===== config.mk =====
export PLATFORM = sky130hd
export DESIGN_NAME = uart_top
export DESIGN_NICKNAME = d
export VERILOG_FILES = /design/src/rtl/uart_pkg.sv /design/src/rtl/bit_timer.sv /design/src/rtl/uart_rx.sv /design/src/rtl/uart_top.sv /design/src/rtl/uart_tx.sv
export SDC_FILE = /design/constraint.sdc
export NUM_CORES = 1
export LEC_CHECK = 0
export BUFFER_PORTS_ARGS = -buffer_cell sky130_fd_sc_hd__clkbuf_2
export CAP_MARGIN = 10
export CORE_ASPECT_RATIO = 1.4
export CORE_MARGIN = 5
export CORE_UTILIZATION = 42
export DETAILED_ROUTE_END_ITERATION = 12
export PLACE_DENSITY = 0.6
export SLEW_MARGIN = 20
export SYNTH_ARGS = -nofsm -noshare
export SYNTH_HDL_FRONTEND = slang
export SYNTH_SLANG_ARGS = --single-unit

===== constraint.sdc =====
create_clock -name rst -period 2.4 [get_ports rst]
set_clock_uncertainty 0.2 [all_clocks]
set_input_delay 0.24 -clock rst [delete_from_list [all_inputs] [get_ports rst]]
set_output_delay 0.24 -clock rst [all_outputs]
set_load 0.02 [all_outputs]

===== src/rtl/uart_pkg.sv =====
package uart_pkg;

  // 8N1 framing, lsb first
  localparam int data_bits = 8;

  // one character on either side
  typedef logic [data_bits-1:0] uart_byte_t;

  // which data bit is on the line
  typedef logic [$clog2(data_bits)-1:0] bit_idx_t;

  // shared by the rx and tx state machines
  typedef enum logic [1:0] {
    idle,  // line high, waiting
    start, // start bit
    data,  // data bits
    stop   // stop bit
  } frame_state_t;

  // strobes from bit_timer
  typedef struct packed {
    logic half; // middle of the bit
    logic full; // counter wraps on next edge
  } bit_tick_t;

  // receive shift register with its bit counter
  typedef struct packed {
    uart_byte_t shift;
    bit_idx_t   idx;
  } rx_frame_t;

endpackage


===== src/rtl/bit_timer.sv =====
`timescale 1ns/1ps

module bit_timer #(
  parameter int BIT_PERIOD = 16,
  parameter int TIM_WIDTH  = 16
) (
  input  logic                rst,
  input  logic                clk,
  input  logic                clear,
  output uart_pkg::bit_tick_t tick
);

  typedef logic [TIM_WIDTH-1:0] count_t;

  localparam count_t period_c = count_t'(BIT_PERIOD);
  localparam count_t half_c   = count_t'(BIT_PERIOD / 2);

  count_t count;
  count_t count_inc;
  count_t count_next;

  assign count_inc  = count + count_t'(1);
  assign count_next = (count_inc < period_c) ? count_inc : '0; // wrap at period

  assign tick.full = (count_next == '0);
  assign tick.half = (count == half_c);

  always_ff @(posedge rst or posedge clk) begin
    if (clk) begin
      count <= '0;
    end else if (clear) begin
      count <= '0; // held by owner while idle
    end else begin
      count <= count_next;
    end
  end

endmodule


===== src/rtl/uart_rx.sv =====
`timescale 1ns/1ps

module uart_rx (
  input  logic                 rst,
  input  logic                 clk,
  input  logic                 rx,
  input  uart_pkg::bit_tick_t  tick,
  output logic                 timer_clear,
  input  logic                 rd,
  output uart_pkg::uart_byte_t rx_data,
  output logic                 rx_full
);

  localparam int filter_len = 4;
  localparam uart_pkg::bit_idx_t last_idx = uart_pkg::bit_idx_t'(uart_pkg::data_bits - 1);

  logic [filter_len-1:0]  window;
  logic                   line;   // filtered rx
  uart_pkg::frame_state_t state;
  uart_pkg::frame_state_t state_next;
  uart_pkg::rx_frame_t    frame;
  logic                   load;

  // sample window, newest sample at the top
  always_ff @(posedge rst or posedge clk) begin
    if (clk) begin
      window <= '1;
    end else begin
      window <= {rx, window[filter_len-1:1]};
    end
  end

  // only moves on a full run of equal samples
  always_ff @(posedge rst or posedge clk) begin
    if (clk) begin
      line <= 1'b1;
    end else if (&window) begin
      line <= 1'b1;
    end else if (~|window) begin
      line <= 1'b0;
    end
  end

  always_comb begin
    state_next = state;
    case (state)
      uart_pkg::idle: begin
        if (!line) begin
          state_next = uart_pkg::start; // falling edge
        end
      end
      uart_pkg::start: begin
        if (tick.full) begin
          state_next = uart_pkg::data;
        end
      end
      uart_pkg::data: begin
        if (tick.full && frame.idx == last_idx) begin
          state_next = uart_pkg::stop;
        end
      end
      uart_pkg::stop: begin
        if (tick.half) begin
          state_next = uart_pkg::idle; // leave early, stop bit not checked
        end
      end
      default: begin
        state_next = uart_pkg::idle;
      end
    endcase
  end

  always_ff @(posedge rst or posedge clk) begin
    if (clk) begin
      state <= uart_pkg::idle;
    end else begin
      state <= state_next;
    end
  end

  assign timer_clear = (state == uart_pkg::idle);
  assign load        = (state == uart_pkg::stop) && tick.half;

  // data bits arrive lsb first
  always_ff @(posedge rst or posedge clk) begin
    if (clk) begin
      frame <= '0;
    end else if (state == uart_pkg::idle) begin
      frame.idx <= '0;
    end else if (state == uart_pkg::data) begin
      if (tick.half) begin
        frame.shift <= {line, frame.shift[uart_pkg::data_bits-1:1]};
      end
      if (tick.full) begin
        frame.idx <= frame.idx + uart_pkg::bit_idx_t'(1);
      end
    end
  end

  // one-deep holding buffer, overwritten on overrun
  always_ff @(posedge rst or posedge clk) begin
    if (clk) begin
      rx_data <= '0;
      rx_full <= 1'b0;
    end else if (load) begin
      rx_data <= frame.shift;
      rx_full <= 1'b1; // new byte wins over rd
    end else if (rd) begin
      rx_full <= 1'b0;
    end
  end

endmodule


===== src/rtl/uart_top.sv =====
`timescale 1ns/1ps

module uart_top #(
  parameter int CLOCK_HZ  = 1_000_000,
  parameter int BAUD      = 62_500,
  parameter int TIM_WIDTH = 16
) (
  input  logic                 rst,
  input  logic                 clk,
  input  logic                 rx,
  output logic                 tx,
  input  uart_pkg::uart_byte_t tx_data,
  input  logic                 wr,
  output logic                 tx_ready,
  output uart_pkg::uart_byte_t rx_data,
  output logic                 rx_full,
  input  logic                 rd
);

  localparam int BIT_PERIOD = CLOCK_HZ / BAUD; // clocks per bit

  uart_pkg::bit_tick_t rx_tick;
  uart_pkg::bit_tick_t tx_tick;
  logic                rx_timer_clear;
  logic                tx_timer_clear;

  bit_timer #(
    .BIT_PERIOD(BIT_PERIOD),
    .TIM_WIDTH (TIM_WIDTH)
  ) u_rx_timer (
    .rst  (rst),
    .clk  (clk),
    .clear(rx_timer_clear),
    .tick (rx_tick)
  );

  bit_timer #(
    .BIT_PERIOD(BIT_PERIOD),
    .TIM_WIDTH (TIM_WIDTH)
  ) u_tx_timer (
    .rst  (rst),
    .clk  (clk),
    .clear(tx_timer_clear),
    .tick (tx_tick)
  );

  uart_rx u_rx (
    .rst        (rst),
    .clk        (clk),
    .rx         (rx),
    .tick       (rx_tick),
    .timer_clear(rx_timer_clear),
    .rd         (rd),
    .rx_data    (rx_data),
    .rx_full    (rx_full)
  );

  uart_tx u_tx (
    .rst        (rst),
    .clk        (clk),
    .tick       (tx_tick),
    .timer_clear(tx_timer_clear),
    .tx_data    (tx_data),
    .wr         (wr),
    .tx_ready   (tx_ready),
    .tx         (tx)
  );

endmodule


===== src/rtl/uart_tx.sv =====
`timescale 1ns/1ps

module uart_tx (
  input  logic                 rst,
  input  logic                 clk,
  input  uart_pkg::bit_tick_t  tick,
  output logic                 timer_clear,
  input  uart_pkg::uart_byte_t tx_data,
  input  logic                 wr,
  output logic                 tx_ready,
  output logic                 tx
);

  localparam uart_pkg::bit_idx_t last_idx = uart_pkg::bit_idx_t'(uart_pkg::data_bits - 1);

  uart_pkg::frame_state_t state;
  uart_pkg::frame_state_t state_next;
  uart_pkg::uart_byte_t   shift;
  uart_pkg::bit_idx_t     idx;
  logic                   accept;

  assign accept = (state == uart_pkg::idle) && wr; // wr while busy is dropped

  always_comb begin
    state_next = state;
    case (state)
      uart_pkg::idle: begin
        if (wr) begin
          state_next = uart_pkg::start;
        end
      end
      uart_pkg::start: begin
        if (tick.full) begin
          state_next = uart_pkg::data;
        end
      end
      uart_pkg::data: begin
        if (tick.full && idx == last_idx) begin
          state_next = uart_pkg::stop;
        end
      end
      uart_pkg::stop: begin
        if (tick.full) begin
          state_next = uart_pkg::idle;
        end
      end
      default: begin
        state_next = uart_pkg::idle;
      end
    endcase
  end

  always_ff @(posedge rst or posedge clk) begin
    if (clk) begin
      state <= uart_pkg::idle;
      idx   <= '0;
    end else begin
      state <= state_next;
      if (state == uart_pkg::idle) begin
        idx <= '0;
      end else if (state == uart_pkg::data && tick.full) begin
        idx <= idx + uart_pkg::bit_idx_t'(1);
      end
    end
  end

  // lsb goes out first
  always_ff @(posedge rst or posedge clk) begin
    if (clk) begin
      shift <= '0;
    end else if (accept) begin
      shift <= tx_data;
    end else if (state == uart_pkg::data && tick.full) begin
      shift <= {1'b0, shift[uart_pkg::data_bits-1:1]};
    end
  end

  always_comb begin
    case (state)
      uart_pkg::start: tx = 1'b0;
      uart_pkg::data:  tx = shift[0];
      default:         tx = 1'b1; // idle and stop
    endcase
  end

  assign timer_clear = (state == uart_pkg::idle);
  assign tx_ready    = (state == uart_pkg::idle) && !wr;

endmodule


After elaboration in Yosys (flattened, before gate mapping)
Cells that the tools add are included.

operators by class
  multiply operators = 0
  reductions and logical operators = 22
  bitwise gates (word level) = 1
  add/subtract/negate cells = 4
  equality and inequality tests = 18
  order comparisons = 2
  shift-type cells = 0
  divide/modulo/power cells = 0
  mux-type cells = 26

operators by type and width
  cell                                                                           count
  16-bit two-way mux                                                             4
  16-bit by 1-bit adder with 16-bit output, second input constant                2
  16-bit zero test                                                               2
  16-bit by 5-bit less-than comparator with 1-bit output, second input constant  2
  16-bit by 4-bit equality test with 1-bit output, second input constant         1
  2-bit two-way mux                                                              8
  8-bit two-way mux                                                              2
  2-bit case mux with 4 select lines                                             2
  3-bit two-way mux                                                              5
  2-bit by 1-bit inequality test with 1-bit output, second input constant        7
  4-bit AND reduction                                                            3
  2-bit nonzero test                                                             5
  2-bit equality test, second input constant                                     4
  3-bit by 1-bit adder with 3-bit output, second input constant                  2
  3-bit equality test, second input constant                                     2
  1-bit logical AND                                                              6
  2-bit by 1-bit equality test with 1-bit output, second input constant          2
  2-bit zero test                                                                2
  1-bit two-way mux                                                              4
  2-bit inequality test, second input constant                                   2
  4-bit OR reduction                                                             1
  3-bit AND reduction                                                            1
  1-bit case mux with 2 select lines                                             1
  2-bit AND reduction                                                            1
  other kinds (2)                                                                2

storage, ports and cells
  bits in registers = 72
  bits in latches = 0
  memories = 0
  word-level logic and storage cells = 85
  output and inout bits = 11
  memory bits (read-only) = 0
  memory bits (writable) = 0

Longest topological paths before layout
Gate-level depths: netlist (run 1).

  word-level depth = 7
  gate-level depth with buffers = 9
  gate-level depth less buffers = 9

Hierarchy
Synthesis (run 1) repeated with hierarchy kept, for this count alone.

second synthesis, totals
  cells, all modules = 295
  area, all modules = 3450.8 um2

modules (own cells, without submodules)
  module     area an instance (um2)  instances  cells each
  bit_timer  814.5                   2          74
  uart_rx    1091.0                  1          76
  uart_tx    730.7                   1          71

Worst setup path before layout (run 1)
Ideal clock, no wire load.

  kind = register -> register
  from = register u_rx_timer.count[0]
  to = register u_rx.state[1]
  path slack = -0.072 ns
  arrival time = 2.147 ns
  buffers on the path = 0
  cell stages (with the launch flop) = 9
  period minus slack after synthesis = 2.472 ns
  required time = 2.075 ns
  cells stage by stage = dfrtp_1 ha_1 nand3_1 o31a_1 o211a_1 o22ai_2 nor2_1 a21oi_1 mux2_2

on the way
  word-level cells in the longest chain between the ends = 7
  elaborated cells between the ends (all ways) = 10

RTL lines
  what                                                        line             text
  start: declaration                                          bit_timer.sv:18  count_t count;
  start signal: assignment                                    bit_timer.sv:34  count <= count_next;
  16-bit by 1-bit adder with 16-bit output                    bit_timer.sv:22  assign count_inc = count + count_t'(1);
  16-bit by 5-bit less-than comparator with 1-bit output      bit_timer.sv:23  assign count_next = (count_inc < period_c) ? count_inc : '0;
  16-bit two-way mux                                          bit_timer.sv:23
  16-bit zero test                                            bit_timer.sv:25  assign tick.full = (count_next == '0);
  1-bit logical AND                                           uart_rx.sv:58    if (tick.full && frame.idx == last_idx) begin
  2-bit by 1-bit inequality test with 1-bit output (no line)  --
  4-bit AND reduction (no line) (*)                           --
  end signal: assignment                                      uart_rx.sv:75    state <= uart_pkg::idle;
  end signal: assignment                                      uart_rx.sv:77    state <= state_next;
  end: declaration                                            uart_rx.sv:19    uart_pkg::frame_state_t state;

Every way passes the cells marked *; elsewhere a longest branch is shown, timed or not.
A chain may end at the register's enable or synchronous reset.

Worst setup path in the final report (run 1)
  from = register u_rx_timer.count[0]
  to = register u_rx_timer.count[3]

on the way
  word-level cells in the longest chain between the ends = 4

RTL lines
  what                                                    line             text
  16-bit by 1-bit adder with 16-bit output (*)            bit_timer.sv:22
  16-bit by 5-bit less-than comparator with 1-bit output  bit_timer.sv:23
  16-bit two-way mux (*)                                  bit_timer.sv:23
  16-bit two-way mux (*)                                  bit_timer.sv:31  end else if (clear) begin

Marks and branches as above.

==> qor.txt, run 1 <==
status: completed
crit-path leading delay family: simple AND/OR/NAND/NOR gates
P_int: 2180 uW
Clk network pwr share: 0.265
fin nets: 428
FF+latch count, synth: 72
register area: 1810 um2
fmax: 418 MHz
antenna violations before repair: 0
combinational fraction of design power: 0.275
core outline area: 7800 um2
vias in the first global route: 2596
first-pass GRT wire length: 11500 um
dpl ws: -144 ps
Rel. slew slack: 0.510
Die Ht: 116 um
part of the power in registers: 0.460
Most used DFF post-synth: dfrtp_1
I/O Pins: 24
DR pass1 iterations: 4
CTS root buf: clkbuf_8
minimum clock period: 2390 ps
critical path, cell by cell: ha_4 > nand3_2 > buf_4 > nor4_4 > o211a_1 > o22ai_4 > or4b_4 > nor2_1
Final Cycle Share: 0.997
Pins Over Slew Limit: 0
worst setup margin: 6.95 ps
Placed Instances: 470
YS warnings: 0
ant diodes: 0
Worst-path clk slew: 70 ps
Starting Density: 0.430
share of layout cells above drive strength 1: 0.334
Net Sw Frac: 0.321
type of origin of the critical path: register
final non-filler cell total: 504
total net switching power: 1030 uW
Post-synth EDFFs: 0
Reg2Reg Launch Point: u_rx_timer.count[0]
Worst VDD drop: 430 uV
max_cap viols: 0
Async S/R FF share, synth: 1.00
vias: 2590
HP Start: u_rx.window[1]
Worst EP arrival: 2470 ps
WP data required: 2480 ps
Syn Area/Cell: 11.1 um2
Layout area overhead: 31.9%
slowest CP cell: or4b_4
TritonCTS Sinks: 72
grt total ovfl: 0
max incr delay on CP: 530 ps
Avg WL per Cell: 13.4 um
mapped cell area: 3360 um2
DIE WIDTH: 85.5 um
CTS HTree Levels: 3
CP endpoint kind: register
Worst R2R End: u_rx_timer.count[3]
Hold Path Cell Cnt: 0
WHS Endpoint: u_rx.window[0]
Register-to-Register Path Depth: 8
Setup violations, final: 0
vias per cell: 5.14
GPL Wtd Cong: 0.823
latest clock arrival within the worst-skew pair: 350 ps
deepest clock path buffer count: 2
floorplan row count: 38
TritonCTS clock tree: yes
GRT Total Usage: 0.149
leak pwr: 0.00206 uW
DIE AREA: 9900 um2
largest net degree at the start of global routing: 36
fin util: 0.568
RSZ-0062 raised after global routing: true
number of buffers created by CTS: 9
Hold Violations, Final: 0
Detail Route Antenna Nets: 0
DP Wirelength: 4790 um
reg-to-reg slack, setup: 7 ps
Buf/Inv on CP: 1
# fillers: 714
DR iter-0 viols: 101
Detailed Route WL: 6750 um
CP max FO: 4
sequential-to-total area share from yosys stat: 0.539
Unique masters post-synth: 55
Power Dens Cells: 726 nW/um2
Cells after Synth: 303
Residual DRC: 0
worst slew pin tran: 734 ps
footprint of the multi-input gates: 1740 um2
Hold Crit Class: register to register
IO buf count: 23
WS Path Type: register to register
[synth_stat cells (2+ instances only)]
cell | instances | area share
nor4_1 | 6 | 0.011
inv_1 | 15 | 0.017
clkbuf_1 | 4 | 0.0045
or3_1 | 4 | 0.0075
o21ai_0 | 11 | 0.016
nand2_1 | 20 | 0.022
xnor2_1 | 4 | 0.010
xor2_1 | 4 | 0.010
mux2_2 | 18 | 0.060
o211ai_1 | 9 | 0.020
or2_2 | 2 | 0.0037
o21a_1 | 2 | 0.0045
nand4_1 | 6 | 0.011
nand3_1 | 19 | 0.028
mux2i_1 | 3 | 0.0089
a21oi_1 | 11 | 0.016
buf_2 | 3 | 0.0045
nor2_1 | 22 | 0.025
a31oi_1 | 5 | 0.0093
and2_1 | 2 | 0.0037
o221ai_1 | 2 | 0.0052
ha_1 | 16 | 0.060
o211a_1 | 2 | 0.0060
dfrtp_1 | 67 | 0.50
nand2b_1 | 2 | 0.0037
nor3_1 | 10 | 0.015
a21boi_0 | 2 | 0.0045
dfstp_2 | 5 | 0.039
[state kept, by name, summed over array words and instances (netlist names)]
register / cells
u_rx.frame: 11
u_rx.line: 1
u_rx.state: 2
u_tx.state: 2
u_rx.window: 4
u_rx.rx_data: 8
u_tx_timer.count: 16
u_rx_timer.count: 16
u_tx.idx: 3
u_rx.rx_full: 1
u_tx.shift: 8
[power groups by stage]
stage	Clock [uW]	Sequential, uW	Combinational [uW]
floorplan	0	1470	641
global placement	0	1490	823
detailed placement	0	1500	850
CTS	892	1480	873
global route	947	1500	997
finish	851	1480	884
[timing repair]
action	in CTS	in global routing
endpoints found under the setup margin	12	38
hold buffers	11	0
gates resized for setup	17	22
pin swaps	12	23
endpoints found under the hold margin	37	0
buffers inserted	3	5
[worst max path at each step]
stage	depth (start not counted)	end	start	slack, ps
after floorplan	8	u_rx.state[1]	u_rx_timer.count[0]	7
after global placement	8	u_tx.state[1]	u_tx_timer.count[0]	-80
after detailed placement	8	u_rx_timer.count[3]	u_rx_timer.count[0]	-140
after CTS	8	u_tx.state[1]	u_tx_timer.count[0]	-20
after global routing	9	u_rx.frame[0]	u_rx_timer.count[0]	-170
final	8	u_rx_timer.count[3]	u_rx_timer.count[0]	7
[metrics by stage]
step	hold slack [ps]	power (uW)	area, um2	setup TNS [ps]
after floorplan	44.5	2110	3480	0
after global placement	129	2320	3910	-105
after detailed placement	131	2350	3910	-768
after CTS	171	3240	4310	-24.1
after global routing	179	3440	4430	-939
final	168	3210	4430	0
[worst reg2reg max path, stage by stage (launching register included)]
cell and delay (ps):
dfrtp_1 400, ha_4 180, nand3_2 110, buf_4 180, nor4_4 260, o211a_1 240, o22ai_4 90, or4b_4 530
nor2_1 120
[logic make-up after synthesis]
family	Yosys count	share of synthesized area
simple gates	103	0.156
flops	72	0.539
compound gates	59	0.124
mux	22	0.0738
buf+inv	22	0.0257
fa+ha+maj	16	0.0597
xor+xnor	8	0.0209
other cells	1	0.00112
[final cells by class]
cell class	count	share of cell area
clock buffers	12	0.0328
clock inverters	4	0.00678
inverters	15	0.0127
multi-input cells	232	0.394
flip-flops and latches	72	0.409
well taps	100	0.0283
repair buffers	69	0.116
[metal layers]
metal,part of all wire,track usage,up-vias
met2,0.56,0.269,34
met4,0.027,0.0781,0
met1,0.38,0.157,1275
met3,0.032,0.0398,16
li1,-,-,1265
met5,0,0,-
[cell usage in the layout (no fill, tap or decap), types with 9 or more instances in the layout]
master         count
o21ai_0           10
o211ai_1           9
inv_1             14
clkbuf_8          10
ha_1              14
buf_4             30
nand3_1           16
dfrtp_1           64
mux2_2            18
nand2_1           18
nor2_1            19
a21oi_1           10
dlygate4sd3_1     11
conb_1            24
clkbuf_2          23
No activity file was read; power rests on OpenSTA's default activity.
==> inputs of run 2 (changes only) <==
- ABC_AREA: not set -> 1
- CORE_UTILIZATION: 42 -> 45
- PLACE_DENSITY: 0.6 -> 0.63
==> run 2 against run 1 <==
  * Count of clock-buffer cells in the layout down 2
  * Sequential power about the same
  * Critical path depth up 5
  * Final area up 2.2%
  * Global-route usage up 0.15 points
  * Register-to-register slack better by 150 ps
  * Non-clock buffer count down 31
  * Power up 12%
  * Setup slack better by 150 ps
  * Sequential share of layout area down 0.91 points
  * Critical endpoint is now u_rx.state[1]
  * Highest routed layer unchanged
==> qor.txt, run 2 <==
minimum clock period: 2240 ps (-151 ps)
crit-path most repeated cell: nand2_1
Detailed Route WL: 7060 um (+4.5%)
Detail Route Antenna Nets: 0 (unchanged)
TritonCTS Sinks: 72 (unchanged)
DIE WIDTH: 87.1 um (+1.8%)
Clk network pwr share: 0.336 (+0.071)
part of the power in registers: 0.410 (-0.050)
DP Wirelength: 5260 um (+9.7%)
Worst-path clk slew: 60 ps (about the same)
WHS Endpoint: u_tx.shift[1]
TritonCTS clock tree: yes
Hold Path Cell Cnt: 4 (+4)
max incr delay on CP: 380 ps (-150 ps)
most common cell after layout, fill and taps aside: nand2_1
Buf/Inv on CP: 0 (-1)
IO buf count: 23 (unchanged)
CP max FO: 4 (unchanged)
Starting Density: 0.459 (+0.0287)
post-synthesis compound-gate area fraction: 0.0244 (-0.0997)
DR iter-0 viols: 114 (+13%)
DR pass1 iterations: 4 (unchanged)
vias: 3045 (+18%)
DIE AREA: 10300 um2 (+3.6%)
worst slew pin tran: 527 ps (-207 ps)
Post-synth EDFFs: 0 (unchanged)
Setup violations, final: 0 (unchanged)
CP endpoint kind: register
WS Path Type: register to register
Most used DFF post-synth: dfrtp_1
vias in the first global route: 3040 (+17%)
fin nets: 552 (+29%)
Syn Area/Cell: 8.24 um2 (-26%)
Pins Over Slew Limit: 0 (unchanged)
number of buffers created by CTS: 9 (unchanged)
antenna violations before repair: 0 (unchanged)
core outline area: 8150 um2 (+4.5%)
critical path, cell by cell: ha_1 > nand2_2 > o21ai_0 > nand3_1 > nor2_1 > nand3_1 > nor2_2 > nand2_1 > nand2_1 > nand2_1 > nand2_1 > nand2_1 > nand2_1
CTS root buf: clkbuf_16
GR met2 Demand/Resource: 0.255 (-0.0140)
first-pass GRT wire length: 12400 um (+7.8%)
CP Depth: 13 (+5)
GRT Total Usage: 0.150 (+0.00153)
FF+latch count, synth: 72 (unchanged)
Cells after Synth: 454 (+50%)
type of origin of the critical path: register
Layout area overhead: 20.9%
area share of the leading cell type in the synthesized netlist: 0.448 (-0.0515)
Power Dens Cells: 797 nW/um2 (+9.9%)
adder-cell area share of the yosys netlist: 0.0535 (-0.00615)
GR Util met3: 0.0364 (-0.00341)
Avg WL per Cell: 11.2 um (-16%)
Residual DRC: 0 (unchanged)
fmax: 446 MHz (+6.7%)
YS warnings: 0 (unchanged)
latest clock arrival within the worst-skew pair: 330 ps (-20 ps)
leak pwr: 0.00227 uW (+10%)
crit-path leading delay family: simple AND/OR/NAND/NOR gates
total chip power: 3610 uW (+12%)
Worst R2R End: u_rx.state[1]
Net Sw Frac: 0.317 (-0.00425)
biggest regs: u_rx_timer.count x16, u_tx_timer.count x16, u_rx.frame x11
sequential-to-total area share from yosys stat: 0.483 (-0.0555)
grt total ovfl: 0 (unchanged)
Final Cycle Share: 0.934 (-0.0629)
I/O Pins: 24 (unchanged)
GR peak layer: met2
Hold Crit Class: input pin to register
GPL Wtd Cong: 0.843 (+2.5%)
Register-to-Register Path Depth: 13 (+5)
Async S/R FF share, synth: 1.00 (unchanged)
CTS HTree Levels: 3 (unchanged)
Synth Area in Simple Gates: 0.330 (+0.175)
mapped cell area: 3740 um2 (+11%)
reg-to-reg slack, setup: 160 ps (+150 ps)
total net switching power: 1140 uW (+11%)
max_cap viols: 0 (unchanged)
vias per cell: 4.83 (-5.9%)
Reg2Reg Launch Point: u_rx_timer.count[1]
highest-count cells in the layout ignoring fill and taps: nand2_1 (142), dfrtp_1 (65), nand3_1 (48)
ant diodes: 0 (unchanged)
floorplan row count: 39 (+2.6%)
P_int: 2460 uW (+13%)
slowest CP cell: dfrtp_1
Synth area leaders: dfrtp_1 (45%), nand2_1 (15%), nand3_1 (6.4%)
met1 Resource Use GR: 0.170 (+0.0130)
most frequent cells after synthesis: nand2_1 (145), dfrtp_1 (67), nor2_1 (49)
mux contribution to synthesized area: 0.0421 (-0.0317)
WP data required: 2470 ps (about the same)
post-synthesis xor/xnor area fraction: 0.0140 (-0.00683)
largest net degree at the start of global routing: 35 (-2.8%)
Worst VDD drop: 626 uV (+46%)
Hold Violations, Final: 0 (unchanged)
Rel. slew slack: 0.648 (+0.138)
deepest clock path buffer count: 2 (unchanged)
share of layout cells above drive strength 1: 0.188 (-0.147)
HP Start: tx_data[1]
Die Ht: 118 um (+1.8%)
most frequent cell after synthesis: nand2_1
status: completed
leading area contributor after synthesis: dfrtp_1
largest family of logic cells by synthesized area: simple AND/OR/NAND/NOR gates
Worst EP arrival: 2320 ps (-150 ps)
combinational fraction of design power: 0.254 (-0.021)
fin util: 0.555 (-0.0125)
Unique masters post-synth: 30 (-45%)
==> run 2: what timing repair did <==
action                                  4_1_cts  5_1_grt
hold buffers                                  5        0
endpoints found under the hold margin        26        0
endpoints found under the setup margin        5       18
pin swaps                                     0        2
buffers inserted                              0        5
resized for setup                             1       19
==> run 2: power groups by stage <==
stage	Clock [uW]	Combinational, uW	Sequential, uW
after floorplan	0	708	1470
after global placement	0	838	1500
after detailed placement	0	862	1500
after CTS	1260	882	1480
after global routing	1300	1060	1500
final	1210	916	1480
==> run 2: logic make-up after synthesis <==
| kind of cell | after synthesis |
|---|---|
| AOI/OAI and AO/OA | 16 |
| xor gates and xnor gates | 6 |
| adders and majority gates | 16 |
| buffers and inverters | 47 |
| DFF | 72 |
| muxes | 14 |
| other | 1 |
| and+or+nand+nor | 282 |
==> run 2: tightest hold or removal path, stage by stage <==
cell and delay (ps):
clkbuf_2 70, mux2_2 130, nand2_1 40, nand2_1 40
==> run 2: how the worst max path moves through the flow <==
stage | endpoint | startpoint | slack [ps]
after global placement | u_tx.shift[0] | u_tx_timer.count[0] | 1
final | u_rx.state[1] | u_rx_timer.count[1] | 160
after global routing | u_tx.shift[5] | u_tx_timer.count[0] | -20
after floorplan | u_rx.frame[0] | clk | 140
after detailed placement | u_tx.shift[0] | u_tx_timer.count[0] | -10
after CTS | u_tx.shift[0] | u_tx_timer.count[0] | 50
==> run 2: layer usage <==
layer,vias up,wire (um),share of wire
met3,17,247,0.035
met4,0,175,0.025
met5,-,0,0
li1,1579,-,-
met2,41,3610,0.51
met1,1408,3030,0.43
==> run 2: area by class of cell <==
class / instances / area [um2]
Sequential cell: 72 / 1810
Inverter: 44 / 165
Clock inverter: 6 / 43.8
Multi-Input combinational cell: 358 / 1900
Tap cell: 102 / 128
Clock buffer: 10 / 229
Fill cell: 739 / 3620
Timing Repair Buffer: 38 / 253
==> run 2: through the flow <==
stage                     setup TNS, ps  setup slack (ps)  hold WS (ps)  cells  instance area, um2
after floorplan                       0               143          44.5    477                3830
after global placement                0              1.01           104    604                4090
after detailed placement          -20.3             -14.5           111    604                4090
after CTS                             0              48.6          14.6    625                4420
after global routing              -27.5             -18.4          40.9    630                4520
final                                 0               158          27.9    630                4520
==> inputs of run 3 (changes only) <==
- ABC_AREA: 1 -> not set
- BUFFER_PORTS_ARGS: -buffer_cell sky130_fd_sc_hd__clkbuf_2 -> not set
- DONT_BUFFER_PORTS: not set -> 1
- PLACE_DENSITY: 0.63 -> 0.61
==> run 3 against run 2 <==
  * The run now ends with negative setup slack left
  * Setup slack got worse by 190 ps
  * First-iteration DRC count fell by 7.9%
  * Combinational power fell by 4.4%
  * Routed wire length fell by 8.5%
  * Sequential power barely moved
  * Clock power fell by 20%
  * Final area fell by 2.7%
  * Via count fell by 18%
  * Flip-flop and latch count did not move
  * Power fell by 8.1%
  * Maximum frequency fell by 7.7%
  * Critical path type unchanged
  * Largest power group unchanged
  * Highest routed layer unchanged
==> qor.txt, run 3 (same netlist as run 1, synthesis figures left out) <==
Worst EP arrival: 2450 ps (+130 ps)
highest-count cells in the layout ignoring fill and taps: dfrtp_1 (64), buf_4 (36), conb_1 (24)
TritonCTS Sinks: 72 (unchanged)
DIE AREA: 9310 um2 (-9.3%)
footprint of the multi-input gates: 1780 um2 (-5.9%)
GPL Wtd Cong: 0.797 (-5.6%)
worst setup margin: -28.3 ps (-186 ps)
Detail Route Antenna Nets: 0 (unchanged)
Hold Crit Class: input pin to register
Power Dens Cells: 753 nW/um2 (-5.6%)
DR iter-0 viols: 105 (-7.9%)
final non-filler cell total: 482 (-23%)
fmax: 412 MHz (-7.7%)
number of buffers created by CTS: 9 (unchanged)
worst slew pin tran: 492 ps (-35.2 ps)
DP Wirelength: 4310 um (-18%)
biggest regs: u_rx_timer.count x16, u_tx_timer.count x16, u_rx.frame x11
share of layout cells above drive strength 1: 0.317 (+0.129)
vias per cell: 5.15 (+6.6%)
Total Neg Setup Slack: -28.3 ps (-28.3 ps)
Worst-path clk slew: 80 ps (+20 ps)
first-pass GRT wire length: 11300 um (-8.8%)
register area: 1810 um2 (about the same)
I/O Pins: 24 (unchanged)
Final Cycle Share: 1.01 (+0.0776)
core outline area: 7310 um2 (-10%)
leak pwr: 0.00199 uW (-12%)
floorplan row count: 37 (-5.1%)
Residual DRC: 0 (unchanged)
CTS HTree Levels: 3 (unchanged)
WP data required: 2420 ps (-50 ps)
latest clock arrival within the worst-skew pair: 340 ps (about the same)
CP max FO: 4 (unchanged)
failing checks: negative setup slack
grt total ovfl: 0 (unchanged)
Setup violations, final: 1 (+1)
Hold Violations, Final: 0 (unchanged)
Die Ht: 112 um (-4.8%)
Layout area overhead: 31.2%
Pins Over Slew Limit: 0 (unchanged)
DIE WIDTH: 83.0 um (-4.7%)
Rel. slew slack: 0.669 (+0.0212)
GRT Total Usage: 0.146 (-0.00412)
deepest clock path buffer count: 2 (unchanged)
ant diodes: 0 (unchanged)
vias in the first global route: 2580 (-15%)
Starting Density: 0.459 (about the same)
Worst VDD drop: 612 uV (-2.3%)
Placed Instances: 446 (-26%)
# fillers: 644 (-13%)
max_cap viols: 0 (unchanged)
Detailed Route WL: 6450 um (-8.5%)
RSZ-0062 raised after global routing: true
IO buf count: 0 (-100%)
fin nets: 409 (-26%)
CP endpoint kind: register
CTS root buf: clkbuf_8
type of origin of the critical path: register
antenna violations before repair: 0 (unchanged)
TritonCTS clock tree: yes
most common cell after layout, fill and taps aside: dfrtp_1
Avg WL per Cell: 13.4 um (+20%)
minimum clock period: 2430 ps (+186 ps)
DR pass1 iterations: 4 (unchanged)
vias: 2484 (-18%)
largest net degree at the start of global routing: 73 (+110%)
WS Path Type: register to register
status: complete, but fails checks
run 3: where the power goes:
group          internal (uW)  switching, uW  leakage (uW)  total [uW]
registers               1370            103      0.000907        1480
clock network            512            450      0.000102         962
logic                    400            476      0.000979         876
total                   2280           1030       0.00199        3310
run 3: path summary, 6_finish.rpt:
check | endpoint | start | slack (ps) | depth (start not counted)
max | u_tx.state[1] | u_tx_timer.count[1] | -30 | 8
min | u_tx.shift[7] | wr | 90 | 4
max reg2reg | u_tx.state[1] | u_tx_timer.count[1] | -30 | 8
min reg2reg | u_rx.window[0] | u_rx.window[1] | 160 | 0
max in group asynchronous | u_rx.window[1] | clk | 1450 | 3
min in group asynchronous | u_tx.shift[3] | clk | 240 | 3
run 3: area by class of cell:
type | instances | area share
Timing Repair Buffer | 50 | 0.0961
Tap cell | 97 | 0.0276
Inverter | 15 | 0.0128
Multi-Input combinational cell | 232 | 0.405
Clock inverter | 6 | 0.0156
Clock buffer | 10 | 0.0313
Sequential cell | 72 | 0.411
run 3: per-layer routing:
| layer | track usage | part of all wire | vias to the layer above |
|---|---|---|---|
| met3 | 0.0360 | 0.026 | 9 |
| li1 | - | - | 1228 |
| met1 | 0.164 | 0.41 | 1213 |
| met2 | 0.267 | 0.55 | 34 |
| met4 | 0.0523 | 0.015 | 0 |
| met5 | 0 | 0 | - |
run 3: through the flow:
stage               instance area, um2  utilization  setup WS (ps)  hold slack, ps  total power, uW
global route                      4400        0.602          -92.1            94.2             3530
finish                            4400        0.602          -28.3            91.9             3310
global placement                  3810        0.520          -37.2            34.4             2300
CTS                               4200        0.575          -27.7            68.4             3320
floorplan                         3480            -           6.93            44.5             2110
detailed placement                3810        0.520          -69.5            35.9             2330
run 3: what timing repair did:
action                                  in CTS  in global routing
hold buffers                                11                  0
pin swaps                                    7                 12
buffers inserted                             2                  7
gates resized for setup                     14                 30
endpoints found under the setup margin       9                 38
endpoints found under the hold margin       82                  0
run 3: critical path, cell delays in order (launching register included):
cell and delay, ps:
dfrtp_1 430, ha_4 190, nand2_4 70, nor2_4 80, nand2_2 70, or4_4 540, a211oi_4 280, o32ai_2 140
mux2_4 310
